**config.mk**
```make
export PLATFORM = sky130hd
export DESIGN_NAME = mask_offload_top
export DESIGN_NICKNAME = d
export VERILOG_FILES = /design/src/rtl/mask_pkg.sv /design/src/rtl/axil_reg_slave.sv /design/src/rtl/mask_unit.sv /design/src/rtl/axil_write_master.sv /design/src/rtl/mask_offload_top.sv
export SDC_FILE = /design/constraint.sdc
export NUM_CORES = 1
export LEC_CHECK = 0
export BUFFER_PORTS_ARGS = -buffer_cell sky130_fd_sc_hd__buf_4
export CORE_ASPECT_RATIO = 0.9
export CORE_MARGIN = 10
export CORE_UTILIZATION = 40
export DETAILED_ROUTE_END_ITERATION = 7
export PLACE_DENSITY_LB_ADDON = 0.05
export SYNTH_ARGS = -nofsm -noshare
export SYNTH_HDL_FRONTEND = slang
export SYNTH_SLANG_ARGS = --single-unit
```
**constraint.sdc**
```tcl
create_clock -name aclk -period 12.75 [get_ports aclk]
set_input_delay 1.9125 -clock aclk [delete_from_list [all_inputs] [get_ports aclk]]
set_output_delay 1.9125 -clock aclk [all_outputs]
set_load 0.005 [all_outputs]
```
**src/rtl/mask_pkg.sv**
```systemverilog
`default_nettype none

package mask_pkg;

	// ------------------------------------------------------------------------
	// Bus widths
	// ------------------------------------------------------------------------

	// Data width on both the slave and the master port
	localparam int DATA_W = 32;
	// One strobe bit per data byte
	localparam int STRB_W = DATA_W / 8;
	// Slave address covers four 32-bit registers
	localparam int S_ADDR_W = 4;
	// Lowest address bit used for register select
	localparam int ADDR_LSB = 2;
	// Mask width field, enough for 0 to 31
	localparam int N_W = 5;

	// ------------------------------------------------------------------------
	// Encodings
	// ------------------------------------------------------------------------

	// Register map of the slave, word index
	typedef enum logic [1:0] {
		REG_N     = 2'd0,
		REG_VALUE = 2'd1,
		REG_DEST  = 2'd2,
		REG_START = 2'd3
	} reg_sel_e;

	// AXI response codes, only OKAY is driven by the block
	typedef enum logic [1:0] {
		RESP_OKAY   = 2'd0,
		RESP_SLVERR = 2'd2
	} axi_resp_e;

	// Write master FSM
	typedef enum logic [1:0] {
		WR_IDLE,
		WR_ADDR_DATA,
		WR_RESP
	} wr_state_e;

endpackage

`default_nettype wire

```
**src/rtl/axil_reg_slave.sv**
```systemverilog
`default_nettype none

module axil_reg_slave
	import mask_pkg::*;
(
	input  wire logic                aclk,
	input  wire logic                aresetn,
	// Write address channel
	input  wire logic [S_ADDR_W-1:0] s_axi_awaddr,
	input  wire logic                s_axi_awvalid,
	output logic                     s_axi_awready,
	// Write data channel
	input  wire logic [DATA_W-1:0]   s_axi_wdata,
	input  wire logic [STRB_W-1:0]   s_axi_wstrb,
	input  wire logic                s_axi_wvalid,
	output logic                     s_axi_wready,
	// Write response channel
	output axi_resp_e                s_axi_bresp,
	output logic                     s_axi_bvalid,
	input  wire logic                s_axi_bready,
	// Read address channel
	input  wire logic [S_ADDR_W-1:0] s_axi_araddr,
	input  wire logic                s_axi_arvalid,
	output logic                     s_axi_arready,
	// Read data channel
	output logic [DATA_W-1:0]        s_axi_rdata,
	output axi_resp_e                s_axi_rresp,
	output logic                     s_axi_rvalid,
	input  wire logic                s_axi_rready,
	// Job request towards the mask stage
	output logic                     start,
	output logic [N_W-1:0]           mask_n,
	output logic [DATA_W-1:0]        value,
	output logic [DATA_W-1:0]        dest
);

	// Register file, REG_START has no storage
	logic [DATA_W-1:0] reg_n;
	logic [DATA_W-1:0] reg_value;
	logic [DATA_W-1:0] reg_dest;

	// Write accepted in this cycle
	logic      wr_en;
	reg_sel_e  wr_sel;
	// Read address accepted in this cycle
	logic      rd_en;
	reg_sel_e  rd_sel;
	logic [DATA_W-1:0] rd_mux;

	// Byte-wise merge of new data into a register
	function automatic logic [DATA_W-1:0] apply_strb(
		input logic [DATA_W-1:0] old_val,
		input logic [DATA_W-1:0] new_val,
		input logic [STRB_W-1:0] strb
	);
		logic [DATA_W-1:0] res;
		res = old_val;
		for (int i = 0; i < STRB_W; i++)
		begin
			if (strb[i])
			begin
				res[i*8 +: 8] = new_val[i*8 +: 8];
			end
		end
		return res;
	endfunction

	// ------------------------------------------------------------------------
	// Write path
	// ------------------------------------------------------------------------

	// AW and W are accepted together, address is stable while valid is high
	assign wr_en  = s_axi_awready && s_axi_awvalid && s_axi_wready && s_axi_wvalid;
	assign wr_sel = reg_sel_e'(s_axi_awaddr[ADDR_LSB +: $bits(reg_sel_e)]);

	// One-cycle ready pulse, blocked while a response is pending
	always_ff @(posedge aclk)
	begin
		if (!aresetn)
		begin
			s_axi_awready <= 1'b0;
			s_axi_wready  <= 1'b0;
		end
		else
		begin
			if (!s_axi_awready && !s_axi_bvalid && s_axi_awvalid && s_axi_wvalid)
			begin
				s_axi_awready <= 1'b1;
				s_axi_wready  <= 1'b1;
			end
			else
			begin
				s_axi_awready <= 1'b0;
				s_axi_wready  <= 1'b0;
			end
		end
	end

	// Register update with byte strobes
	always_ff @(posedge aclk)
	begin
		if (!aresetn)
		begin
			reg_n     <= '0;
			reg_value <= '0;
			reg_dest  <= '0;
		end
		else if (wr_en)
		begin
			case (wr_sel)
				REG_N:     reg_n     <= apply_strb(reg_n, s_axi_wdata, s_axi_wstrb);
				REG_VALUE: reg_value <= apply_strb(reg_value, s_axi_wdata, s_axi_wstrb);
				REG_DEST:  reg_dest  <= apply_strb(reg_dest, s_axi_wdata, s_axi_wstrb);
				default:   ;
			endcase
		end
	end

	// Response follows the accept cycle and waits for BREADY
	always_ff @(posedge aclk)
	begin
		if (!aresetn)
		begin
			s_axi_bvalid <= 1'b0;
		end
		else if (wr_en)
		begin
			s_axi_bvalid <= 1'b1;
		end
		else if (s_axi_bready)
		begin
			s_axi_bvalid <= 1'b0;
		end
	end

	assign s_axi_bresp = RESP_OKAY;

	// Start fires in the accept cycle of a REG_START write
	assign start = wr_en && (wr_sel == REG_START) && (|s_axi_wstrb);

	// ------------------------------------------------------------------------
	// Read path
	// ------------------------------------------------------------------------

	assign rd_en  = s_axi_arready && s_axi_arvalid;
	assign rd_sel = reg_sel_e'(s_axi_araddr[ADDR_LSB +: $bits(reg_sel_e)]);

	always_comb
	begin
		case (rd_sel)
			REG_N:     rd_mux = reg_n;
			REG_VALUE: rd_mux = reg_value;
			REG_DEST:  rd_mux = reg_dest;
			// Start register is write-only
			default:   rd_mux = '0;
		endcase
	end

	// Single outstanding read
	always_ff @(posedge aclk)
	begin
		if (!aresetn)
		begin
			s_axi_arready <= 1'b0;
			s_axi_rvalid  <= 1'b0;
		end
		else
		begin
			s_axi_arready <= !s_axi_arready && !s_axi_rvalid && s_axi_arvalid;
			if (rd_en)
			begin
				s_axi_rvalid <= 1'b1;
			end
			else if (s_axi_rready)
			begin
				s_axi_rvalid <= 1'b0;
			end
		end
	end

	// Read data register
	always_ff @(posedge aclk)
	begin
		if (rd_en)
		begin
			s_axi_rdata <= rd_mux;
		end
	end

	assign s_axi_rresp = RESP_OKAY;

	// Operands to the mask stage
	assign mask_n = reg_n[N_W-1:0];
	assign value  = reg_value;
	assign dest   = reg_dest;

	// Write response held until taken by the host
	a_bvalid_hold: assert property (@(posedge aclk) disable iff (!aresetn)
		s_axi_bvalid && !s_axi_bready |=> s_axi_bvalid);

endmodule

`default_nettype wire

```
**src/rtl/mask_unit.sv**
```systemverilog
`default_nettype none

module mask_unit
	import mask_pkg::*;
#(
	parameter int M_ADDR_W = 32
)
(
	input  wire logic              aclk,
	input  wire logic              aresetn,
	// Operands from the register slave
	input  wire logic              start,
	input  wire logic [N_W-1:0]    mask_n,
	input  wire logic [DATA_W-1:0] value,
	input  wire logic [DATA_W-1:0] dest,
	// Job towards the write master
	output logic                   job_valid,
	input  wire logic              job_ready,
	output logic [DATA_W-1:0]      job_data,
	output logic [M_ADDR_W-1:0]    job_addr
);

	// n low ones, all zero for n = 0
	logic [DATA_W-1:0] mask;
	// Stage empty or its job leaves now
	logic              take;

	assign mask = (DATA_W'(1) << mask_n) - DATA_W'(1);
	assign take = start && (!job_valid || job_ready);

	// Occupancy flag, a start into a stuck full stage is lost
	always_ff @(posedge aclk)
	begin
		if (!aresetn)
		begin
			job_valid <= 1'b0;
		end
		else if (take)
		begin
			job_valid <= 1'b1;
		end
		else if (job_ready)
		begin
			job_valid <= 1'b0;
		end
	end

	// Job payload snapshot taken at the start cycle
	always_ff @(posedge aclk)
	begin
		if (take)
		begin
			job_data <= value & mask;
			// Zero extend or truncate to the master address width
			job_addr <= M_ADDR_W'(dest);
		end
	end

	a_job_hold: assert property (@(posedge aclk) disable iff (!aresetn)
		job_valid && !job_ready |=> job_valid && $stable(job_data) && $stable(job_addr));

endmodule

`default_nettype wire

```
**src/rtl/axil_write_master.sv**
```systemverilog
`default_nettype none

module axil_write_master
	import mask_pkg::*;
#(
	parameter int M_ADDR_W = 32
)
(
	input  wire logic                aclk,
	input  wire logic                aresetn,
	// Job from the mask stage
	input  wire logic                job_valid,
	output logic                     job_ready,
	input  wire logic [DATA_W-1:0]   job_data,
	input  wire logic [M_ADDR_W-1:0] job_addr,
	// Write address channel
	output logic [M_ADDR_W-1:0]      m_axi_awaddr,
	output logic                     m_axi_awvalid,
	input  wire logic                m_axi_awready,
	// Write data channel
	output logic [DATA_W-1:0]        m_axi_wdata,
	output logic [STRB_W-1:0]        m_axi_wstrb,
	output logic                     m_axi_wvalid,
	input  wire logic                m_axi_wready,
	// Write response channel, code accepted whatever its value
	input  axi_resp_e                m_axi_bresp,
	input  wire logic                m_axi_bvalid,
	output logic                     m_axi_bready
);

	wr_state_e state;

	// Channels still waiting after this cycle
	logic aw_pend;
	logic w_pend;

	assign aw_pend = m_axi_awvalid && !m_axi_awready;
	assign w_pend  = m_axi_wvalid && !m_axi_wready;

	// New job only when the previous one is fully answered
	assign job_ready = (state == WR_IDLE);

	// Full word writes
	assign m_axi_wstrb = '1;

	// ------------------------------------------------------------------------
	// Write FSM
	// ------------------------------------------------------------------------

	always_ff @(posedge aclk)
	begin
		if (!aresetn)
		begin
			state         <= WR_IDLE;
			m_axi_awvalid <= 1'b0;
			m_axi_wvalid  <= 1'b0;
			m_axi_bready  <= 1'b0;
		end
		else
		begin
			case (state)
				WR_IDLE:
				begin
					// Both valids go up together
					if (job_valid)
					begin
						m_axi_awvalid <= 1'b1;
						m_axi_wvalid  <= 1'b1;
						state         <= WR_ADDR_DATA;
					end
				end
				WR_ADDR_DATA:
				begin
					// AW and W drop on their own handshakes
					m_axi_awvalid <= aw_pend;
					m_axi_wvalid  <= w_pend;
					if (!aw_pend && !w_pend)
					begin
						m_axi_bready <= 1'b1;
						state        <= WR_RESP;
					end
				end
				WR_RESP:
				begin
					// Job ends with the B handshake
					if (m_axi_bvalid)
					begin
						m_axi_bready <= 1'b0;
						state        <= WR_IDLE;
					end
				end
				default:
				begin
					state <= WR_IDLE;
				end
			endcase
		end
	end

	// Address and data captured with the job
	always_ff @(posedge aclk)
	begin
		if (job_valid && job_ready)
		begin
			m_axi_awaddr <= job_addr;
			m_axi_wdata  <= job_data;
		end
	end

	a_awvalid_hold: assert property (@(posedge aclk) disable iff (!aresetn)
		m_axi_awvalid && !m_axi_awready |=> m_axi_awvalid);

endmodule

`default_nettype wire

```
**src/rtl/mask_offload_top.sv**
```systemverilog
`default_nettype none

module mask_offload_top
	import mask_pkg::*;
#(
	parameter int M_ADDR_W = 32
)
(
	input  wire logic                aclk,
	input  wire logic                aresetn,
	// Host side AXI4-Lite slave
	input  wire logic [S_ADDR_W-1:0] s_axi_awaddr,
	input  wire logic                s_axi_awvalid,
	output logic                     s_axi_awready,
	input  wire logic [DATA_W-1:0]   s_axi_wdata,
	input  wire logic [STRB_W-1:0]   s_axi_wstrb,
	input  wire logic                s_axi_wvalid,
	output logic                     s_axi_wready,
	output axi_resp_e                s_axi_bresp,
	output logic                     s_axi_bvalid,
	input  wire logic                s_axi_bready,
	input  wire logic [S_ADDR_W-1:0] s_axi_araddr,
	input  wire logic                s_axi_arvalid,
	output logic                     s_axi_arready,
	output logic [DATA_W-1:0]        s_axi_rdata,
	output axi_resp_e                s_axi_rresp,
	output logic                     s_axi_rvalid,
	input  wire logic                s_axi_rready,
	// Memory side AXI4-Lite master, write only
	output logic [M_ADDR_W-1:0]      m_axi_awaddr,
	output logic                     m_axi_awvalid,
	input  wire logic                m_axi_awready,
	output logic [DATA_W-1:0]        m_axi_wdata,
	output logic [STRB_W-1:0]        m_axi_wstrb,
	output logic                     m_axi_wvalid,
	input  wire logic                m_axi_wready,
	input  axi_resp_e                m_axi_bresp,
	input  wire logic                m_axi_bvalid,
	output logic                     m_axi_bready
);

	// Register slave to mask stage
	logic              start;
	logic [N_W-1:0]    mask_n;
	logic [DATA_W-1:0] value;
	logic [DATA_W-1:0] dest;

	// Mask stage to write master
	logic                job_valid;
	logic                job_ready;
	logic [DATA_W-1:0]   job_data;
	logic [M_ADDR_W-1:0] job_addr;

	// ------------------------------------------------------------------------
	// Stage 1, register slave
	// ------------------------------------------------------------------------

	axil_reg_slave u_reg_slave (
		.aclk          (aclk),
		.aresetn       (aresetn),
		.s_axi_awaddr  (s_axi_awaddr),
		.s_axi_awvalid (s_axi_awvalid),
		.s_axi_awready (s_axi_awready),
		.s_axi_wdata   (s_axi_wdata),
		.s_axi_wstrb   (s_axi_wstrb),
		.s_axi_wvalid  (s_axi_wvalid),
		.s_axi_wready  (s_axi_wready),
		.s_axi_bresp   (s_axi_bresp),
		.s_axi_bvalid  (s_axi_bvalid),
		.s_axi_bready  (s_axi_bready),
		.s_axi_araddr  (s_axi_araddr),
		.s_axi_arvalid (s_axi_arvalid),
		.s_axi_arready (s_axi_arready),
		.s_axi_rdata   (s_axi_rdata),
		.s_axi_rresp   (s_axi_rresp),
		.s_axi_rvalid  (s_axi_rvalid),
		.s_axi_rready  (s_axi_rready),
		.start         (start),
		.mask_n        (mask_n),
		.value         (value),
		.dest          (dest)
	);

	// Stage 2, mask and hold one job
	mask_unit #(
		.M_ADDR_W (M_ADDR_W)
	) u_mask_unit (
		.aclk      (aclk),
		.aresetn   (aresetn),
		.start     (start),
		.mask_n    (mask_n),
		.value     (value),
		.dest      (dest),
		.job_valid (job_valid),
		.job_ready (job_ready),
		.job_data  (job_data),
		.job_addr  (job_addr)
	);

	// Stage 3, single-beat write out
	axil_write_master #(
		.M_ADDR_W (M_ADDR_W)
	) u_write_master (
		.aclk          (aclk),
		.aresetn       (aresetn),
		.job_valid     (job_valid),
		.job_ready     (job_ready),
		.job_data      (job_data),
		.job_addr      (job_addr),
		.m_axi_awaddr  (m_axi_awaddr),
		.m_axi_awvalid (m_axi_awvalid),
		.m_axi_awready (m_axi_awready),
		.m_axi_wdata   (m_axi_wdata),
		.m_axi_wstrb   (m_axi_wstrb),
		.m_axi_wvalid  (m_axi_wvalid),
		.m_axi_wready  (m_axi_wready),
		.m_axi_bresp   (m_axi_bresp),
		.m_axi_bvalid  (m_axi_bvalid),
		.m_axi_bready  (m_axi_bready)
	);

endmodule

`default_nettype wire

```
Word-level counts from Yosys, hierarchy flattened
Index checks and enable logic that the tools add are counted.

cells by class
  muxes and demuxes = 18
  eq/ne operators = 10
  shift operators = 1
  add/subtract/negate cells = 1
  div/mod/pow operators = 0
  reductions and logical operators = 50
  bitwise operators = 1
  $mul = 0
  $lt $le $gt $ge = 0

operators with widths
  cell                   number
  $pmux 32 s3            1
  $reduce_and 3->1       14
  $and 32x32->32         1
  $shl 1x5->32 const A   1
  $sub 32x2->32 const B  1
  $logic_and 1x1->1      16
  $mux 1                 10
  $reduce_bool 2->1      5
  $logic_not 1->1        9
  $eq 2x2->1 const B     4
  $eq 2x1->1 const B     3
  $logic_not 2->1        3
  $mux 2                 3
  $pmux 1 s2             3
  $pmux 2 s3             1
  $ne 2x1->1 const B     2
  $reduce_or 4->1        1
  $ne 2x2->1 const B     1
  $reduce_and 2->1       1
  $logic_or 1x1->1       1

word-level totals
  memories = 0
  output and inout bits = 112
  bits in latches = 0
  bits in read-only memories = 0
  register bits = 266
  bits in writable memories = 0
  input port bits = 56

Depth between registers and ports, before layout
  word-level depth = 7
  mapped depth = 9

Modules after synthesis
Synthesis repeated with hierarchy kept, for this count alone.

unflattened totals
  cell total of the unflattened synthesis = 814
  area total of the unflattened synthesis = 10,486.3 um^2

modules (own cells, without submodules)
  module             area an instance (um^2)  cells each  instances
  axil_reg_slave     5,556.6                  524         1
  mask_unit          2,732.6                  193         1
  axil_write_master  2,197.1                  97          1

Worst setup path before layout
Ideal clock, no wire load.

  path type = input-to-reg
  start point = in s_axi_wstrb[1]
  end point = reg u_mask_unit.job_addr[0], enable pin
  stages = 2
  path buffers = 0
  arrival time = 8.148 ns
  path slack = 3.958 ns
  cells stage by stage = o41ai_1 -> nor4_1

between the ends
  longest elaborated chain between the ends = 3

ends and longest elaborated chain
  what                        line                    text
  start: declaration          mask_offload_top.sv:16  input wire logic [STRB_W-1:0] s_axi_wstrb,
  $reduce_or 4->1             axil_reg_slave.sv:139   assign start = wr_en && (wr_sel == REG_START) && (|s_axi_wstrb);
  $logic_and 1x1->1           axil_reg_slave.sv:139
  $logic_and 1x1->1           mask_unit.sv:29         assign take = start && (!job_valid || job_ready);
  named net u_mask_unit.take  mask_unit.sv:26         logic take;
  end signal: assignment      mask_unit.sv:55         job_addr <= M_ADDR_W'(dest);
  end: declaration            mask_unit.sv:20         output logic [M_ADDR_W-1:0] job_addr

The timed path passes the listed nets, and every way through them passes these cells.
A chain may end at the register's enable or synchronous reset.

Worst setup path after layout
  start point = in s_axi_araddr[2]
  end point = reg u_reg_slave.s_axi_rdata[25] (data pin)

between the ends
  longest elaborated chain between the ends = 2
  elaborated cells on any way between the ends = 4

ends and longest elaborated chain
  what                                line                    text
  start: declaration                  mask_offload_top.sv:22  input wire logic [S_ADDR_W-1:0] s_axi_araddr,
  $eq 2x2->1 (tied with other cells)  axil_reg_slave.sv:150   case (rd_sel)
  $pmux 32 s3 *                       axil_reg_slave.sv:150
  named net u_reg_slave.rd_mux[25]    axil_reg_slave.sv:48    logic [DATA_W-1:0] rd_mux;
  end signal: assignment              axil_reg_slave.sv:186   s_axi_rdata <= rd_mux;
  end: declaration                    axil_reg_slave.sv:26    output logic [DATA_W-1:0] s_axi_rdata,

Mark *: on every way through the listed nets, which the timed path passes. The rest lies on a longest branch.

==> results.yml <==
yosys:
  yosys.area_share.adder: 0.00123
  ys_warn_count: 0
  muxShareOfSynthArea: 0.126
  netlist_area_sq_um: 10200
  synth_xor_area_frac: 0.000858
  synth_cell_types: 47
  synthSimpleGateAreaFrac: 0.116
  synth.top_cell.area_share: 0.471
  syn_inst: 794
  yosys_most_used_dff: "edfxtp_1"
  synth_top_family_by_area: "multiplexers"
  synth_edf_count: 160
  ys_seq_area_frac: 0.679
  synth.avg_cell_area_sq_um: 12.9
  synth_async_sr_flop_share: 0
  synth_top_cell_by_area: "edfxtp_1"
  synthTopCellsByArea: "edfxtp_1 (47%), dfxtp_1 (21%), mux2i_1 (13%)"
  synth_compound_area_frac: 0.0525
  ys_ff_latch: 266
run_status:
  outcome: "complete, no violations"
setup_path:
  r2r-end: "u_mask_unit.job_data[6]"
  cp.required_ns: 13.10
  path_cells: "buf_4, nor2b_2, buf_4, nand2_1, o21ai_0"
  r2r_start: "u_reg_slave.reg_n[1]"
  critPathMaxStageDelay_ns: 0.94
  worst_r2r_path_depth: 8
  critPathTopFamily: "simple AND/OR/NAND/NOR gates"
  arrival_ns: 3.85
  worst_setup_path_start_kind: "input port"
  slowest_stage: "nor2b_2"
  crit_type: "input port to register"
  worst-path-max-fanout: 33
  cpMostUsedCell: "buf_4"
  crit_path_end_kind: "register"
  ff2ff_setup_slack_ns: 9.61
  crit_buf_inv: 2
detailed_routing:
  drcViolationCount: 0
  wl_um: 25600
  wl_met2_um: 11500
  m1WireLength_um: 11700
  drtAntennaViolNets: 0
  drt_iter0_drc: 348
  via_per_inst: 5.03
  wl_met3_um: 1740
  vias: 6559
  first_pass_iters: 5
  highest_layer: "met5"
  routedWlPerCell_um: 19.6
worst_hold_path:
  whs_path_depth: 0
  min-delay-start: "u_mask_unit.job_addr[31]"
  hold_path_class: "register to register"
  hold_end: "u_write_master.m_axi_awaddr[31]"
pwr:
  ir_worst_vdd_uv: 81.8
  leakagePower_nw: 5.21
  cellPowerDensity_nw_per_um2: 138
floorplanning:
  die_area_sq_um: 32300
  rows: 55
  core-area_sq_um: 25100
  die_w_um: 188
  die_h_um: 172
  start_util: 0.406
  io_pins: 168
clocking:
  cts_tree: "built"
  cts.sinks: 266
  postCtsHoldBufs: 0
  clkLatencyLatePin_ns: 0.54
  cts_made_buffers: 28
  cts_resized: 0
  clkSlewWorstSetupHoldPaths_ns: 0.06
  clockBufferDepth: 3
  cts-root-buf: "clkbuf_16"
  post_cts_buffers: 0
  htree_levels: 1
flow_run:
  drv_cap: 0
grt:
  grt_first_pass_wirelength_um: 39200
  grt_util_all_layers: 0.153
  gr-total-overflow: 0
  antenna_found_initial: 1
  grt_start_max_net_pins: 75
  grt_pass1_vias: 6841
timing:
  period_share: 0.275
  timing.fmax_mhz: 285
  hold_ws_ns: 0.417
  fin_tns_setup_ns: 0
  rsz0062_at_grt: "no"
  post-route-min-period_ns: 3.50
  max_slew_margin: 0.264
  hold_violations: 0
  fin_skew_ns: 0.00902
  setup_viol: 0
  setup_ws_ns: 9.25
  worst_slew_pin_slew_ns: 1.10
  drv_slew: 0
final_layout:
  antenna_cells: 0
  syn2layout_area_growth_pct: 22.4
  drive_gt1_frac: 0.234
  final_common_cell: "nand2_1"
  nets: 998
  layout_common_cells: "nand2_1 (172), edfxtp_1 (160), buf_4 (158)"
placed_design:
  placement.io_buffers: 153
  gp_congestion: 0.830
  dpl.hpwl_um: 16800
  place_ws_ns: 8.70
metrics by stage:
stage                     cell area, sq um  std cells  utilization  total power, mW
after floorplan                      10200        801            -            0.953
after global placement               11600       1253        0.463            0.977
after detailed placement             11600       1253        0.463            0.979
after CTS                            12500       1305        0.498             1.74
after global routing                 12500       1305        0.498             1.78
final                                12500       1305        0.498             1.72
cell type report:
cell class / instances / area (sq um)
Clock buffer: 35 / 778
Clock inverter: 17 / 83.8
Fill cell: 2243 / 12600
Inverter: 6 / 22.5
Multi-Input combinational cell: 481 / 3070
Sequential cell: 266 / 6930
Tap cell: 342 / 428
Timing Repair Buffer: 158 / 1190
per-layer routing:
layer | vias up | GRT usage
met5 | - | 0
met4 | 2 | 0.0396
met3 | 50 | 0.0397
met2 | 221 | 0.243
met1 | 3172 | 0.206
li1 | 3114 | -
Yosys cell counts, types with 6 or more instances:
cell type	count
buf_4	9
mux2i_1	128
o21ai_0	47
and2_1	10
nor2b_1	11
o21a_1	11
nand2_1	172
nand3_1	8
inv_1	6
nor2_1	11
clkbuf_1	28
a21boi_0	8
edfxtp_1	160
buf_2	10
nand2_2	9
a21oi_1	7
dfxtp_1	106
worst max-delay path by stage:
| stage | from | end | slack, ns | depth (start not counted) |
|---|---|---|---|---|
| final | s_axi_araddr[2] | u_reg_slave.s_axi_rdata[25] | 9.25 | 5 |
| after global routing | s_axi_araddr[2] | u_reg_slave.s_axi_rdata[23] | 9.18 | 5 |
| after detailed placement | s_axi_araddr[2] | u_reg_slave.s_axi_rdata[25] | 8.70 | 5 |
| after CTS | s_axi_araddr[2] | u_reg_slave.s_axi_rdata[25] | 9.26 | 5 |
| after floorplan | s_axi_wstrb[1] | u_mask_unit.job_addr[0] | 3.96 | 2 |
| after global placement | s_axi_araddr[2] | u_reg_slave.s_axi_rdata[25] | 8.72 | 5 |
where the power goes:
part	total (mW)	switching, mW	internal, mW
sequential	0.909	0.00202	0.907
combinational	0.0507	0.0316	0.0191
clock	0.759	0.329	0.430
total	1.72	0.363	1.36
logic make-up after synthesis:
family	after synthesis
compound gates	89
xor+xnor	1
fa+ha+maj	1
buf+inv	54
flops	266
mux	128
other cells	2
simple gates	253
registers in the layout (all words and copies together), names as in the netlist:
name,flops
u_mask_unit.job_addr,32
u_reg_slave.s_axi_rdata,32
u_reg_slave.reg_n,32
u_reg_slave.s_axi_awready,1
u_reg_slave.value,32
u_reg_slave.dest,32
u_reg_slave.s_axi_rvalid,1
u_mask_unit.job_valid,1
u_write_master.m_axi_wvalid,1
u_write_master.state,2
u_write_master.m_axi_bready,1
u_write_master.m_axi_wdata,32
u_mask_unit.job_data,32
u_reg_slave.s_axi_bvalid,1
u_write_master.m_axi_awvalid,1
u_reg_slave.s_axi_arready,1
u_write_master.m_axi_awaddr,32
No activity file was read; power rests on OpenSTA's default activity.
